File: config.mk
export PLATFORM = sky130hd
export DESIGN_NAME = flags_rename_top
export DESIGN_NICKNAME = d
export VERILOG_FILES = /design/src/rtl/flags_rename_pkg.sv /design/src/rtl/bundle_bypass.sv /design/src/rtl/flag_write_arbiter.sv /design/src/rtl/flags_entry_buf.sv /design/src/rtl/flags_read_stage.sv /design/src/rtl/flags_rename_top.sv
export SDC_FILE = /design/constraint.sdc
export NUM_CORES = 1
export LEC_CHECK = 0
export BUFFER_PORTS_ARGS = -buffer_cell sky130_fd_sc_hd__clkbuf_2
export CAP_MARGIN = 20
export CORE_AREA = 5 5 107 109
export CTS_CLUSTER_SIZE = 10
export DETAILED_ROUTE_END_ITERATION = 6
export DIE_AREA = 0 0 112 114
export GPL_TIMING_DRIVEN = 0
export PLACE_DENSITY = 0.8
export SYNTH_ARGS = -nofsm -noshare
export SYNTH_HDL_FRONTEND = slang
export SYNTH_SLANG_ARGS = --single-unit
File: constraint.sdc
create_clock -name clk -period 3.25 [get_ports clk]
set_input_delay 0.325 -clock clk [delete_from_list [all_inputs] [get_ports clk]]
set_output_delay 0.325 -clock clk [all_outputs]
set_load 0.02 [all_outputs]
File: src/rtl/flags_rename_pkg.sv
// Shared widths, types and special register indices of the flags rename table; import it where needed.
`default_nettype none

package flags_rename_pkg;

  localparam int unsigned ROB_ADDR_W = 6;
  localparam int unsigned FN_W = 10;
  localparam int unsigned REG_IDX_W = 4;

  typedef logic [ROB_ADDR_W-1:0] rob_addr_t;
  typedef logic [FN_W-1:0] fn_code_t;
  typedef logic [REG_IDX_W-1:0] reg_idx_t;

  // Architectural index of the flags register.
  localparam reg_idx_t FLAGS_IDX = reg_idx_t'(14);

  // Reads the flags producer as if it had already retired.
  localparam reg_idx_t RETIRED_IDX = reg_idx_t'(13);

  // Functional-unit code held after reset and driven when no lane writes.
  localparam fn_code_t RESET_FUNIT = fn_code_t'(9);

endpackage

`default_nettype wire

File: src/rtl/bundle_bypass.sv
// In-bundle dependency lookup that finds the nearest earlier lane writing each lane's read index.
`timescale 1ns/1ps
`default_nettype none

module bundle_bypass
  import flags_rename_pkg::*;
#(
  parameter int N_LANES = 4
) (
  input  reg_idx_t [N_LANES-1:0]  read_idx,
  input  reg_idx_t [N_LANES-1:0]  lane_dst_idx,
  input  logic [N_LANES-1:0]      lane_wen,
  input  rob_addr_t [N_LANES-1:0] lane_rob,
  input  fn_code_t [N_LANES-1:0]  lane_fn,
  output logic [N_LANES-1:0]      hit,
  output rob_addr_t [N_LANES-1:0] hit_rob,
  output fn_code_t [N_LANES-1:0]  hit_fn
);

  // Scanning upward leaves the closest older producer in place.
  always_comb
  begin
    hit = '0;
    hit_rob = '0;
    hit_fn = '0;
    for (int k = 1; k < N_LANES; k++)
    begin
      for (int j = 0; j < k; j++)
      begin
        if (lane_wen[j] && lane_dst_idx[j] == read_idx[k])
        begin
          hit[k] = 1'b1;
          hit_rob[k] = lane_rob[j];
          hit_fn[k] = lane_fn[j];
        end
      end
    end
  end

endmodule

`default_nettype wire

File: src/rtl/flag_write_arbiter.sv
// Last-lane-wins arbiter that selects one flag-writing lane of a rename bundle for the flags buffer.
`timescale 1ns/1ps
`default_nettype none

module flag_write_arbiter
  import flags_rename_pkg::*;
#(
  parameter int N_LANES = 4
) (
  input  logic [N_LANES-1:0]      lane_wen,
  input  rob_addr_t [N_LANES-1:0] lane_rob,
  input  fn_code_t [N_LANES-1:0]  lane_fn,
  output logic                    any_write,
  output rob_addr_t               sel_rob,
  output fn_code_t                sel_fn
);

  // Lanes are in program order, so the highest active lane holds the youngest flags.
  always_comb
  begin
    any_write = 1'b0;
    sel_rob = '0;
    sel_fn = RESET_FUNIT; // Idle value matches the reset code of the buffer.
    for (int i = 0; i < N_LANES; i++)
    begin
      if (lane_wen[i])
      begin
        any_write = 1'b1;
        sel_rob = lane_rob[i]; // A later lane overrides an earlier one.
        sel_fn = lane_fn[i];
      end
    end
  end

endmodule

`default_nettype wire

File: src/rtl/flags_entry_buf.sv
// Per-thread flags producer entries with new-write and retirement update; instanced by the top.
`timescale 1ns/1ps
`default_nettype none

module flags_entry_buf
  import flags_rename_pkg::*;
#(
  parameter int N_RET = 3
) (
  input  logic                  clk,
  input  logic                  rst,
  input  logic                  any_write,
  input  rob_addr_t             sel_rob,
  input  fn_code_t              sel_fn,
  input  logic                  write_thread,
  input  rob_addr_t [N_RET-1:0] ret_addr,
  input  logic [N_RET-1:0]      ret_wen,
  input  logic                  retire_all,
  input  logic                  ret_thread,
  output rob_addr_t             buf_rob,
  output fn_code_t              buf_fn,
  output logic                  buf_retired
);

  rob_addr_t rob_q [0:1];
  fn_code_t fn_q [0:1];
  logic [1:0] retired_q;

  logic [1:0] ret_hit;
  logic [1:0] wr_hit;
  logic [1:0] ret_set;

  // Any active retire port that names the stored producer retires it.
  always_comb
  begin
    ret_hit = '0;
    for (int t = 0; t < 2; t++)
    begin
      for (int p = 0; p < N_RET; p++)
      begin
        if (ret_wen[p] && ret_addr[p] == rob_q[t])
        begin
          ret_hit[t] = 1'b1;
        end
      end
    end
  end

  assign wr_hit[0] = any_write & ~write_thread;
  assign wr_hit[1] = any_write & write_thread;

  // A new producer in the same cycle is younger, so it stays unretired.
  assign ret_set[0] = (ret_hit[0] | retire_all) & ~ret_thread & ~wr_hit[0];
  assign ret_set[1] = (ret_hit[1] | retire_all) & ret_thread & ~wr_hit[1];

  always_ff @(posedge clk)
  begin
    if (rst)
    begin
      for (int t = 0; t < 2; t++)
      begin
        rob_q[t] <= '0;
        fn_q[t] <= RESET_FUNIT;
        retired_q[t] <= 1'b1; // Architectural flags are committed at reset.
      end
    end
    else
    begin
      for (int t = 0; t < 2; t++)
      begin
        if (wr_hit[t])
        begin
          rob_q[t] <= sel_rob;
          fn_q[t] <= sel_fn;
          retired_q[t] <= 1'b0;
        end
        else if (ret_set[t])
        begin
          retired_q[t] <= 1'b1;
        end
      end
    end
  end

  assign buf_rob = rob_q[write_thread]; // Reads and writes share the bundle thread.
  assign buf_fn = fn_q[write_thread];
  assign buf_retired = retired_q[write_thread];

endmodule

`default_nettype wire

File: src/rtl/flags_read_stage.sv
// Registers the bundle's read indices and thread, then forms each lane's flags read result.
`timescale 1ns/1ps
`default_nettype none

module flags_read_stage
  import flags_rename_pkg::*;
#(
  parameter int N_LANES = 4
) (
  input  logic                    clk,
  input  logic                    rst,
  input  logic                    read_en,
  input  logic                    thread,
  input  reg_idx_t [N_LANES-1:0]  lane_read_idx,
  input  rob_addr_t               buf_rob,
  input  fn_code_t                buf_fn,
  input  logic                    buf_retired,
  input  logic [N_LANES-1:0]      hit,
  input  rob_addr_t [N_LANES-1:0] hit_rob,
  input  fn_code_t [N_LANES-1:0]  hit_fn,
  output reg_idx_t [N_LANES-1:0]  read_idx,
  output logic                    bundle_thread,
  output rob_addr_t [N_LANES-1:0] lane_data,
  output fn_code_t [N_LANES-1:0]  lane_fn_out,
  output logic [N_LANES-1:0]      lane_retired
);

  always_ff @(posedge clk)
  begin
    if (rst)
    begin
      read_idx <= '0;
      bundle_thread <= 1'b0;
    end
    else if (read_en)
    begin
      read_idx <= lane_read_idx;
      bundle_thread <= thread;
    end
  end

  always_comb
  begin
    for (int k = 0; k < N_LANES; k++)
    begin
      if (read_idx[k] == FLAGS_IDX)
      begin
        lane_data[k] = buf_rob;
        lane_fn_out[k] = buf_fn;
        lane_retired[k] = buf_retired;
      end
      else if (read_idx[k] == RETIRED_IDX)
      begin
        lane_data[k] = buf_rob;
        lane_fn_out[k] = buf_fn;
        lane_retired[k] = 1'b1;
      end
      else
      begin
        // Ordinary indices only depend on older lanes of this bundle.
        lane_data[k] = hit[k] ? hit_rob[k] : '0;
        lane_fn_out[k] = hit[k] ? hit_fn[k] : '0;
        lane_retired[k] = 1'b0;
      end
    end
  end

endmodule

`default_nettype wire

File: src/rtl/flags_rename_top.sv
// Flags rename table top level that wires the arbiter, buffer, bypass and read stage together.
`timescale 1ns/1ps
`default_nettype none

module flags_rename_top
  import flags_rename_pkg::*;
#(
  parameter int N_LANES = 4,
  parameter int N_RET = 3
) (
  input  logic                    clk,
  input  logic                    rst,
  input  logic                    read_en,
  input  logic                    thread,
  input  reg_idx_t [N_LANES-1:0]  lane_read_idx,
  input  logic [N_LANES-1:0]      lane_wen,
  input  reg_idx_t [N_LANES-1:0]  lane_dst_idx,
  input  rob_addr_t [N_LANES-1:0] lane_rob,
  input  fn_code_t [N_LANES-1:0]  lane_fn,
  input  rob_addr_t [N_RET-1:0]   ret_addr,
  input  logic [N_RET-1:0]        ret_wen,
  input  logic                    retire_all,
  input  logic                    ret_thread,
  output rob_addr_t [N_LANES-1:0] lane_data,
  output fn_code_t [N_LANES-1:0]  lane_fn_out,
  output logic [N_LANES-1:0]      lane_retired
);

  logic any_write;
  rob_addr_t sel_rob;
  fn_code_t sel_fn;

  rob_addr_t buf_rob;
  fn_code_t buf_fn;
  logic buf_retired;

  reg_idx_t [N_LANES-1:0] read_idx;
  logic bundle_thread;

  logic [N_LANES-1:0] hit;
  rob_addr_t [N_LANES-1:0] hit_rob;
  fn_code_t [N_LANES-1:0] hit_fn;

  flag_write_arbiter #(
    .N_LANES (N_LANES)
  ) i_flag_write_arbiter (
    .lane_wen  (lane_wen),
    .lane_rob  (lane_rob),
    .lane_fn   (lane_fn),
    .any_write (any_write),
    .sel_rob   (sel_rob),
    .sel_fn    (sel_fn)
  );

  // Writes land in the entry of the bundle currently held by the read stage.
  flags_entry_buf #(
    .N_RET (N_RET)
  ) i_flags_entry_buf (
    .clk          (clk),
    .rst          (rst),
    .any_write    (any_write),
    .sel_rob      (sel_rob),
    .sel_fn       (sel_fn),
    .write_thread (bundle_thread),
    .ret_addr     (ret_addr),
    .ret_wen      (ret_wen),
    .retire_all   (retire_all),
    .ret_thread   (ret_thread),
    .buf_rob      (buf_rob),
    .buf_fn       (buf_fn),
    .buf_retired  (buf_retired)
  );

  bundle_bypass #(
    .N_LANES (N_LANES)
  ) i_bundle_bypass (
    .read_idx     (read_idx),
    .lane_dst_idx (lane_dst_idx),
    .lane_wen     (lane_wen),
    .lane_rob     (lane_rob),
    .lane_fn      (lane_fn),
    .hit          (hit),
    .hit_rob      (hit_rob),
    .hit_fn       (hit_fn)
  );

  flags_read_stage #(
    .N_LANES (N_LANES)
  ) i_flags_read_stage (
    .clk           (clk),
    .rst           (rst),
    .read_en       (read_en),
    .thread        (thread),
    .lane_read_idx (lane_read_idx),
    .buf_rob       (buf_rob),
    .buf_fn        (buf_fn),
    .buf_retired   (buf_retired),
    .hit           (hit),
    .hit_rob       (hit_rob),
    .hit_fn        (hit_fn),
    .read_idx      (read_idx),
    .bundle_thread (bundle_thread),
    .lane_data     (lane_data),
    .lane_fn_out   (lane_fn_out),
    .lane_retired  (lane_retired)
  );

endmodule

`default_nettype wire

# Word level (Yosys, flattened, before mapping)
# Memories as Yosys holds them, arrays and structs flattened. A register that Yosys moved wholly into a read port is not among the register bits.
# Cells that the tools add are included.
dict set report op_classes {
  eq_ne 20
  reduce_logical 14
  n_mux 88
  magnitude_cmp 1
  bitwise 16
}
# cell count
set ops {}
lappend ops {{10-bit two-way mux} 23}
lappend ops {{6-bit two-way mux} 23}
lappend ops {{1-bit two-way mux} 42}
lappend ops {{6-bit == test} 6}
lappend ops {{4-bit == test, second input constant} 8}
lappend ops {{4-bit == test} 6}
lappend ops {{1-bit logical AND} 12}
lappend ops {{1-bit AND} 6}
lappend ops {{1-bit OR} 6}
lappend ops {{1-bit NOT} 4}
lappend ops {{2-bit nonzero test} 2}
lappend ops {{1-bit by 2-bit < comparator with 1-bit output, second input constant} 1}
dict set report word_totals {
  regBits 19
  n_memories 2
  out_inout_bits 68
  input_bits 127
  mem_bits_rw 32
}
# memory words word_bits rd rd_ports_with_merged_regs wr line_no
set mem_list {}
lappend mem_list {i_flags_entry_buf.fn_q 2 10 1 1 2 flags_entry_buf.sv:26} ;# fn_code_t fn_q [0:1];
lappend mem_list {i_flags_entry_buf.rob_q 2 6 3 1 2 flags_entry_buf.sv:25} ;# rob_addr_t rob_q [0:1];

# Longest topological paths before layout
# Gate-level depths: netlist of the first run.
# An unclocked memory read counts as a cell.
dict set report logic_depth {
  depth_word 11
  depth_mapped 8
}

# Hierarchy
# A second synthesis of the first run with hierarchy kept.
dict set report unflattened {
  cells_unflattened 648
  hier_area_um2 5480.3
}
# module cells_each seq_area_each_um2 instances area_per_inst_um2
set by_module_without_submodules {}
lappend by_module_without_submodules {flags_read_stage 228 340.3 1 1781.7}
lappend by_module_without_submodules {flags_entry_buf 131 1001.0 1 1775.5}
lappend by_module_without_submodules {bundle_bypass 223 0.0 1 1501.4}
lappend by_module_without_submodules {flag_write_arbiter 66 0.0 1 421.7}

# Worst setup path after synthesis of the first run
# Ideal clock, no wire load.
dict set report synth_path {
  kind {input to register}
  from {input port lane_wen[3]}
  to {memory i_flags_entry_buf.fn_q[0][0] (netlist name), enable pin}
  stages 5
  arrival_time_ps 1985
  slack_ps 854
  path_buffers 2
  path_cell_list {clkbuf_1 or2_1 buf_2 nor3_2 o21ai_0}
}
# item line_no
set synth_rtl {}
lappend synth_rtl {{start, declared} flags_rename_top.sv:16} ;# input logic [N_LANES-1:0] lane_wen,
lappend synth_rtl {{end, declared} flags_entry_buf.sv:26}

==> results of run 1 <==
-- registers in the layout, summed over array words and instances (netlist names), named ones only --
name,count
i_flags_entry_buf.retired_q,2
i_flags_read_stage.read_idx,16
i_flags_read_stage.bundle_thread,1
i_flags_entry_buf.rob_q,12
i_flags_entry_buf.fn_q,20
-- final timing paths --
kind	from	end	slack, ns
min	lane_read_idx[0]	i_flags_read_stage.read_idx[0]	0.25
max	i_flags_read_stage.read_idx[11]	lane_fn_out[29]	0.35
min reg2reg	i_flags_entry_buf.retired_q[1]	i_flags_entry_buf.retired_q[1]	0.49
max reg2reg	i_flags_read_stage.bundle_thread	i_flags_entry_buf.fn_q[0][0]	1.63
-- cell type report --
| cell class | instances | area (um2) | share of cell area [%] |
|---|---|---|---|
| plain buffers | 45 | 226 | 3.95 |
| inverters | 15 | 56.3 | 0.981 |
| well taps | 140 | 175 | 3.05 |
| clock inverters | 3 | 42.5 | 0.741 |
| multi-input cells | 410 | 2870 | 50.0 |
| repair buffers | 187 | 942 | 16.4 |
| flip-flops and latches | 52 | 1360 | 23.7 |
| clock buffers | 5 | 68.8 | 1.20 |
-- layer usage --
| metal | routed length (um) | GRT usage (%) | share of wire, % | up-vias |
|---|---|---|---|---|
| met2 | 8100 | 42.5 | 47 | 301 |
| li1 | - | - | - | 2323 |
| met4 | 520 | 7.93 | 3.0 | 0 |
| met5 | 0 | 0 | 0 | - |
| met1 | 6970 | 33.2 | 41 | 2319 |
| met3 | 1470 | 3.34 | 8.6 | 49 |
-- power by group --
group	total (mW)	internal (mW)	switching (mW)
Sequential	0.802	0.761	0.0410
Clock	0.445	0.228	0.216
Combinational	0.563	0.216	0.347
Total	1.81	1.21	0.604
-- tightest hold or removal path: cells and delay by family --
kind / cells / cell delay [ns]
buf+inv: 1 / 0.08
mux: 1 / 0.05
simple gates: 1 / 0.07
-- kinds of logic after synthesis --
group,count (synthesis)
flops,52
mux,50
xor+xnor,64
simple gates,159
buf+inv,60
compound gates,137
-- per-stage QoR --
stage / util (%) / setup slack, ns
final: 54.6 / 0.350
after global routing: 54.6 / 0.287
after CTS: 54.6 / 0.401
after detailed placement: 53.6 / 0.745
after global placement: 53.5 / 0.115
after floorplan: - / 0.854
-- cell usage after synthesis (all sizes together), types with 3 or more instances --
| library cell | number | share of area [%] |
|---|---|---|
| nor4 | 12 | 2.7 |
| nor2b | 3 | 0.42 |
| o22ai | 18 | 2.5 |
| mux2i | 49 | 11 |
| nor2 | 55 | 4.7 |
| clkbuf | 20 | 1.7 |
| xnor2 | 32 | 6.2 |
| nand2 | 29 | 2.4 |
| or2 | 4 | 0.55 |
| nand3 | 24 | 2.7 |
| buf | 25 | 3.4 |
| xor2 | 32 | 6.2 |
| edfxtp | 32 | 21 |
| nand2b | 5 | 0.69 |
| inv | 15 | 1.2 |
| o21ai | 6 | 0.75 |
| nand3b | 4 | 0.67 |
| a221oi | 13 | 2.5 |
| dfxtp | 20 | 8.9 |
| o2bb2ai | 16 | 3.1 |
| nor3 | 16 | 2.1 |
| nand4 | 6 | 0.83 |
| o31ai | 16 | 2.7 |
| a211oi | 34 | 6.8 |
| a21oi | 33 | 3.7 |
==> results.toml, run 1 <==
[run_status]
status = "complete, no violations"

[setup_path]
path_class = "flop to output pin"
arrival_ns = 2.58
critical_path.top_delay_family = "buffers and inverters"
critPathLaunchType = "flop"
crit_chain = "clkbuf_1 > xnor2_1 > nand3_1 > nor3_4 > o21ai_2 > buf_2 > o22ai_1 > clkbuf_2"
cp_max_fo = 10
worst_path_max_delay_cell = "nor3_4"
critPathMaxStageDelay_ns = 0.43
end_kind = "output pin"
critPathBufInv = 3
cp.depth = 8
critPathRequiredTime_ns = 2.92
r2r_cells = 2

[timing]
fmax_mhz = 345
finalSetupTns_ns = 0
drv_slew = 0
rsz0062_at_grt = "no"
setup_viol = 0
holdWs_ns = 0.254
hold_violations = 0
slew_headroom_pct = 39.9
fin_skew_ns = 0.00705
period_needed_ns = 2.90
fin_crit_sh_pct = 89.2
worstMarginPinSlew_ns = 0.895

[logic_synthesis]
yosysSeqAreaShare_pct = 30.2
synth_top_family_by_area = "compound AO/OA/AOI/OAI gates"
yosys_register_bits = 52
synthMuxAreaShare_pct = 11.1
syn_avg_cell_area_um2 = 8.64
synthSimpleGateAreaFrac_pct = 17.9
synth_compound_area_share_pct = 22.2
synthesis.nets = 649
yosysWarnings = 0
synthXorXnorAreaFrac_pct = 12.4
synth_fa_ha_area_share_pct = 0
syn-cell-area_um2 = 4510
netlist-cell-type-count = 38
synth_edf_count = 32
async_reset_ff_share_pct = 0
netlist_instances = 522
synth_ff_type = "edfxtp_1"

[detailed_routing]
ant_nets = 0
via_per_inst = 5.82
drt_first_pass_iters = 5
totalWireLength_mm = 17.1
avgRoutedWirePerCell_um = 19.9
dr.first_iter.drc_count = 631
drc = 0
via_count = 4992

[clock_network]
htreeDepth = 2
post_cts_resized = 0
root_buffer = "clkbuf_8"
clkTransAtPathRegs_ns = 0.10
post_cts_buffers = 0
clk_path_buf_depth = 2
clk_latency_ns = 0.30
cts_num_sinks = 52
cts_hold_buf = 0
cts_buffers = 5
cts_tree = "done"

[placed_design]
place.gp.congestion = 0.982
placed_area_um2 = 5630
placed_cells = 849
hpwl_mm = 14.3
io_buffers = 186

[power_and_ir_drop]
p_per_area_nw_per_um2 = 315
p_leak_nw = 2.39
ir_drop_mv = 0.205
p_total_mw = 1.81

[grt]
antenna_found_initial = 0
overflow = 0
grtUsageTotal_pct = 25.0
grt_pass1_wl_mm = 25.4
grt_pass1_vias = 4746
grt_max_degree = 17

[flow_run]
cap_violations = 0

[final_layout]
drive_gt1_share_pct = 33.2
fin_area_um2 = 5740
final_cells = 857
n_antenna_cell = 0
syn2layout_area_growth_pct = 27.2
nets = 843
layout_common_cells = "186 x clkbuf_2, 53 x nor2_1, 49 x mux2i_1"
nFillCells = 957
layout_commonest_cell = "clkbuf_2"

[min_path]
hold_class = "input pin to flop"
worstHoldPathCells = 3

[die]
start_util_pct = 42.9
dieArea_um2 = 12800
num_io_pins = 195
fp.dieH_um = 114
num_rows = 38
die_width_um = 112
fp.coreArea_um2 = 10500
No activity file was read; power rests on OpenSTA's default activity.
==> run 2, diff against run 1 <==
--- a/config.mk
+++ b/config.mk
@@ -5,14 +5,14 @@
 export SDC_FILE = /design/constraint.sdc
 export NUM_CORES = 1
 export LEC_CHECK = 0
-export BUFFER_PORTS_ARGS = -buffer_cell sky130_fd_sc_hd__clkbuf_2
 export CAP_MARGIN = 20
 export CORE_AREA = 5 5 107 109
 export CTS_CLUSTER_SIZE = 10
 export DETAILED_ROUTE_END_ITERATION = 6
 export DIE_AREA = 0 0 112 114
+export DONT_BUFFER_PORTS = 1
 export GPL_TIMING_DRIVEN = 0
-export PLACE_DENSITY = 0.8
+export PLACE_DENSITY = 0.63
 export SYNTH_ARGS = -nofsm -noshare
 export SYNTH_HDL_FRONTEND = slang
 export SYNTH_SLANG_ARGS = --single-unit
==> run 2 against run 1 <==
Critical endpoint is now lane_data[19]. Cell area shrank 16%. Via count down 14%. Count of clock-buffer cells in the layout did not move. Critical path type unchanged. Sequential share of layout area rose by 4.6 points. Non-clock buffer count shrank 187. Sequential power hardly changed. Critical path depth is 1 lower.
==> results.toml, run 2 (same netlist as run 1, synthesis figures left out) <==
[final_layout]
layout_common_cells = "53 x nor2_1, 49 x mux2i_1, 33 x a21oi_1"
nets = 656
multi_input_area_um2 = 2870
largest_reg_flops = 20
n_antenna_cell = 0
layout_commonest_cell = "nor2_1"
syn2layout_area_growth_pct = 6.43
drive_gt1_share_pct = 9.81
post-route-util_pct = 45.7
top_regs = "i_flags_entry_buf.fn_q: 20 flops, i_flags_read_stage.read_idx: 16 flops, i_flags_entry_buf.rob_q: 12 flops"
largest_register = "i_flags_entry_buf.fn_q"
final_cells = 670
nFillCells = 1037
seq_area_um2 = 1360

[setup_path]
cp.depth = 7
r2r_slack_ns = 1.63
crit_chain = "buf_4 > xor2_1 > nor2b_1 > buf_2 > clkbuf_1 > o31ai_1 > a211oi_1"
r2r_cells = 5
critPathLaunchType = "flop"
end_kind = "output pin"
critPathRequiredTime_ns = 2.92
worst_path_max_delay_cell = "a211oi_1"
arrival_ns = 2.68
critPathBufInv = 3
cp-startpoint = "i_flags_read_stage.read_idx[12]"
critPathMaxStageDelay_ns = 0.74
cp_max_fo = 10
reg2reg_from = "i_flags_entry_buf.rob_q[0][0]"
r2r-end = "i_flags_entry_buf.retired_q[0]"
crit_end = "lane_data[19]"
critical_path.top_delay_family = "compound AO/OA/AOI/OAI gates"
path_class = "flop to output pin"

[detailed_routing]
dr.first_iter.drc_count = 531
drt_first_pass_iters = 5
via_per_inst = 6.44
avgRoutedWirePerCell_um = 25.3
ant_nets = 0
totalWireLength_mm = 17.0
via_count = 4318
drc = 0

[clock_network]
root_buffer = "clkbuf_8"
clk_latency_ns = 0.31
cts_buffers = 5
cts_tree = "done"
post_cts_buffers = 0
clkTransAtPathRegs_ns = 0.10
cts_hold_buf = 0
post_cts_resized = 0
cts_num_sinks = 52
htreeDepth = 2
clk_path_buf_depth = 2

[power_and_ir_drop]
p_int_mw = 1.15
ir_drop_mv = 0.169
p_per_area_nw_per_um2 = 348
share_seq_of_total_power_pct = 47.9
netSwitchingFraction_pct = 31.4
power_frac_comb_pct = 25.8
p_leak_nw = 1.58
power_switching_uw = 525
power_frac_clock_pct = 26.3

[grt]
grt_max_degree = 17
grtUsageTotal_pct = 25.4
grt_pass1_vias = 4208
overflow = 0
antenna_found_initial = 0
grt_pass1_wl_mm = 25.3

[timing]
fin_crit_sh_pct = 92.6
slew_headroom_pct = 39.0
setup_viol = 0
period_needed_ns = 3.01
finalSetupTns_ns = 0
fin_skew_ns = 0.00867
drv_slew = 0
fmax_mhz = 332
hold_violations = 0
rsz0062_at_grt = "no"
worstMarginPinSlew_ns = 0.909

[placed_design]
hpwl_mm = 13.4
placed_cells = 662
place.gp.congestion = 0.978
io_buffers = 0

[die]
fp.coreArea_um2 = 10500
start_util_pct = 42.9
num_io_pins = 195
fp.dieH_um = 114
num_rows = 38
die_width_um = 112
dieArea_um2 = 12800

[min_path]
hold_class = "input pin to flop"

[flow_run]
cap_violations = 0

[run_status]
status = "complete, no violations"
-- run 2: changes by cell type in the layout (fill, tap and decap cells not counted), sizes merged --
cell,before,now
clkbuf,211,25
buf,26,25
-- run 2: routing by layer --
| layer | GRT usage [%] | vias to the layer above | part of all wire (%) |
|---|---|---|---|
| li1 | - | 1956 | - |
| met1 | 32.0 | 2067 | 39 |
| met2 | 40.4 | 252 | 46 |
| met3 | 9.02 | 43 | 12 |
| met4 | 9.46 | 0 | 3.2 |
| met5 | 0 | - | 0 |
-- run 2: layout make-up --
class,instances,area share (%)
plain buffers,45,4.72
clock buffers,5,1.43
clock inverters,3,0.886
inverters,15,1.17
multi-input cells,410,59.8
flip-flops and latches,52,28.3
well taps,140,3.65
-- run 2: stage by stage --
stage / power (mW) / instance area (um2) / hold slack, ns / worst slack, ns
after floorplan: 1.13 / 4510 / 0.433 / 0.854
after global placement: 1.23 / 4690 / 0.457 / 0.0588
after detailed placement: 1.24 / 4690 / 0.469 / 0.607
after CTS: 1.67 / 4800 / 0.137 / 0.257
after global routing: 1.75 / 4800 / 0.128 / 0.119
final: 1.67 / 4800 / 0.142 / 0.241
-- run 2: worst min-delay path by stage --
| stage | cells past startpoint | start | slack, ns | end |
|---|---|---|---|---|
| floorplan | 2 | i_flags_entry_buf.retired_q[1] | 0.43 | i_flags_entry_buf.retired_q[1] |
| global placement | 2 | i_flags_entry_buf.retired_q[1] | 0.46 | i_flags_entry_buf.retired_q[1] |
| detailed placement | 2 | i_flags_entry_buf.retired_q[1] | 0.47 | i_flags_entry_buf.retired_q[1] |
| CTS | 2 | ret_thread | 0.14 | i_flags_entry_buf.retired_q[1] |
| global route | 2 | ret_thread | 0.13 | i_flags_entry_buf.retired_q[1] |
| finish | 2 | ret_thread | 0.14 | i_flags_entry_buf.retired_q[1] |
-- run 2: power by group through the flow --
| stage | logic [mW] | registers (mW) | clock network, mW |
|---|---|---|---|
| global route | 0.466 | 0.807 | 0.476 |
| finish | 0.431 | 0.800 | 0.440 |
| detailed placement | 0.424 | 0.816 | 0 |
| CTS | 0.425 | 0.801 | 0.443 |
| global placement | 0.415 | 0.814 | 0 |
| floorplan | 0.329 | 0.805 | 0 |
==> run 3, diff against run 2 <==
--- a/config.mk
+++ b/config.mk
@@ -13,6 +13,8 @@
 export DONT_BUFFER_PORTS = 1
 export GPL_TIMING_DRIVEN = 0
 export PLACE_DENSITY = 0.63
+export RECOVER_POWER = 100
+export SETUP_SLACK_MARGIN = 0.3
 export SYNTH_ARGS = -nofsm -noshare
 export SYNTH_HDL_FRONTEND = slang
 export SYNTH_SLANG_ARGS = --single-unit
==> run 3 against run 2 <==
Global-route usage about the same. Combinational power about the same. Worst setup slack improved by 0.014 ns. Register-to-register slack got worse by 0.26 ns. Clock skew increased by 0.0014 ns. Die area unchanged. Cell area about the same. Final cell count increased by 0.75%. Largest cell class unchanged. Largest power group unchanged.
==> results.toml, run 3 (same netlist as run 1, synthesis figures left out) <==
[run_status]
status = "complete, no violations"

[clock_network]
cts_tree = "done"
clkTransAtPathRegs_ns = 0.10
cts_num_sinks = 52
clk_latency_ns = 0.31
clk_path_buf_depth = 2
root_buffer = "clkbuf_8"
cts_hold_buf = 0
htreeDepth = 2
cts_buffers = 5

[grt]
grt_pass1_wl_mm = 25.3
antenna_found_initial = 0
grt_max_degree = 17
overflow = 0
grtUsageTotal_pct = 25.5
grt_pass1_vias = 4218

[detailed_routing]
dr.first_iter.drc_count = 556
via_per_inst = 6.45
totalWireLength_mm = 17.2
avgRoutedWirePerCell_um = 25.5
ant_nets = 0
drt_first_pass_iters = 5
via_count = 4354
drc = 0

[setup_path]
crit_chain = "buf_4 > xor2_1 > nor4_4 > nor4_4 > buf_6 > a211oi_1"
path_common_cell = "nor4_4"
critPathLaunchType = "flop"
end_kind = "output pin"
arrival_ns = 2.67
critPathRequiredTime_ns = 2.92
path_class = "flop to output pin"
worst_path_max_delay_cell = "a211oi_1"
critPathMaxStageDelay_ns = 0.72
cp_max_fo = 10

[final_layout]
nets = 661
fin_area_um2 = 4810
drive_gt1_share_pct = 8.41
largest_register = "i_flags_entry_buf.fn_q"
n_antenna_cell = 0
largest_reg_flops = 20
layout_commonest_cell = "nor2_1"
top_regs = "i_flags_entry_buf.fn_q: 20 flops, i_flags_read_stage.read_idx: 16 flops, i_flags_entry_buf.rob_q: 12 flops"
layout_common_cells = "53 x nor2_1, 49 x mux2i_1, 33 x a21oi_1"
syn2layout_area_growth_pct = 6.52

[timing]
holdWs_ns = 0.143
rsz0062_at_grt = "no"
period_needed_ns = 2.99
fmax_mhz = 334
hold_violations = 0
worstMarginPinSlew_ns = 1.42
fin_skew_ns = 0.0101
slew_headroom_pct = 4.64
fin_crit_sh_pct = 92.2
setup_viol = 0
finalSetupTns_ns = 0
worst_slack_ns = 0.255
drv_slew = 0

[power_and_ir_drop]
p_per_area_nw_per_um2 = 348
p_leak_nw = 1.59
p_total_mw = 1.67
ir_drop_mv = 0.169

[die]
num_io_pins = 195
start_util_pct = 42.9
fp.dieH_um = 114
die_width_um = 112
fp.coreArea_um2 = 10500
num_rows = 38
dieArea_um2 = 12800

[flow_run]
cap_violations = 0

[placed_design]
io_buffers = 0
hpwl_mm = 13.4
placed_area_um2 = 4690
place.gp.congestion = 0.978
dp_slack_ns = 0.607

[min_path]
hold_class = "input pin to flop"
-- run 3: worst max-delay path, delay by kind of cell (launching register included) --
family                 cells  cell delay (ns)
AO/OA/AOI/OAI              1             0.72
XOR/XNOR                   1             0.18
flip-flops                 1             0.31
buffers and inverters      2             0.35
AND/OR/NAND/NOR            2             0.78
-- run 3: per-layer routing --
metal	wire, um	track usage, %
met5	0	0
met4	582	8.97
met3	2030	9.18
met1	6730	31.7
met2	7850	41.0
-- run 3: what timing repair did --
action,4_1_cts,5_1_grt
resized for setup,2,4
hold endpoints to repair,0,0
buffers inserted,0,5
pin swaps,0,1
setup endpoints to repair,2,11
-- run 3: power by group --
| group | internal, mW | switching [mW] |
|---|---|---|
| Clock | 0.228 | 0.211 |
| Sequential | 0.761 | 0.0398 |
| Combinational | 0.158 | 0.275 |
-- run 3: final timing paths --
check | start | end | slack [ns] | cells past startpoint
setup / recovery | i_flags_read_stage.read_idx[12] | lane_fn_out[34] | 0.26 | 6
setup reg to reg | i_flags_read_stage.bundle_thread | i_flags_entry_buf.fn_q[0][1] | 1.37 | 1
hold / removal | ret_thread | i_flags_entry_buf.retired_q[1] | 0.14 | 2
hold reg to reg | i_flags_entry_buf.retired_q[1] | i_flags_entry_buf.retired_q[1] | 0.49 | 2
-- run 3: through the flow --
step	instances	util, %
after global placement	662	44.6
after CTS	670	45.8
final	675	45.7
after floorplan	522	-
after detailed placement	662	44.6
after global routing	675	45.7
-- run 3: final cells by class --
| cell class | instances | area, um2 |
|---|---|---|
| fill | 1046 | 5700 |
| multi-input combinational | 410 | 2850 |
| sequential | 52 | 1360 |
| buffer | 45 | 220 |
| tap | 140 | 175 |
| clock buffer | 5 | 68.8 |
| inverter | 15 | 56.3 |
| clock inverter | 3 | 42.5 |
| timing repair buffer | 5 | 33.8 |
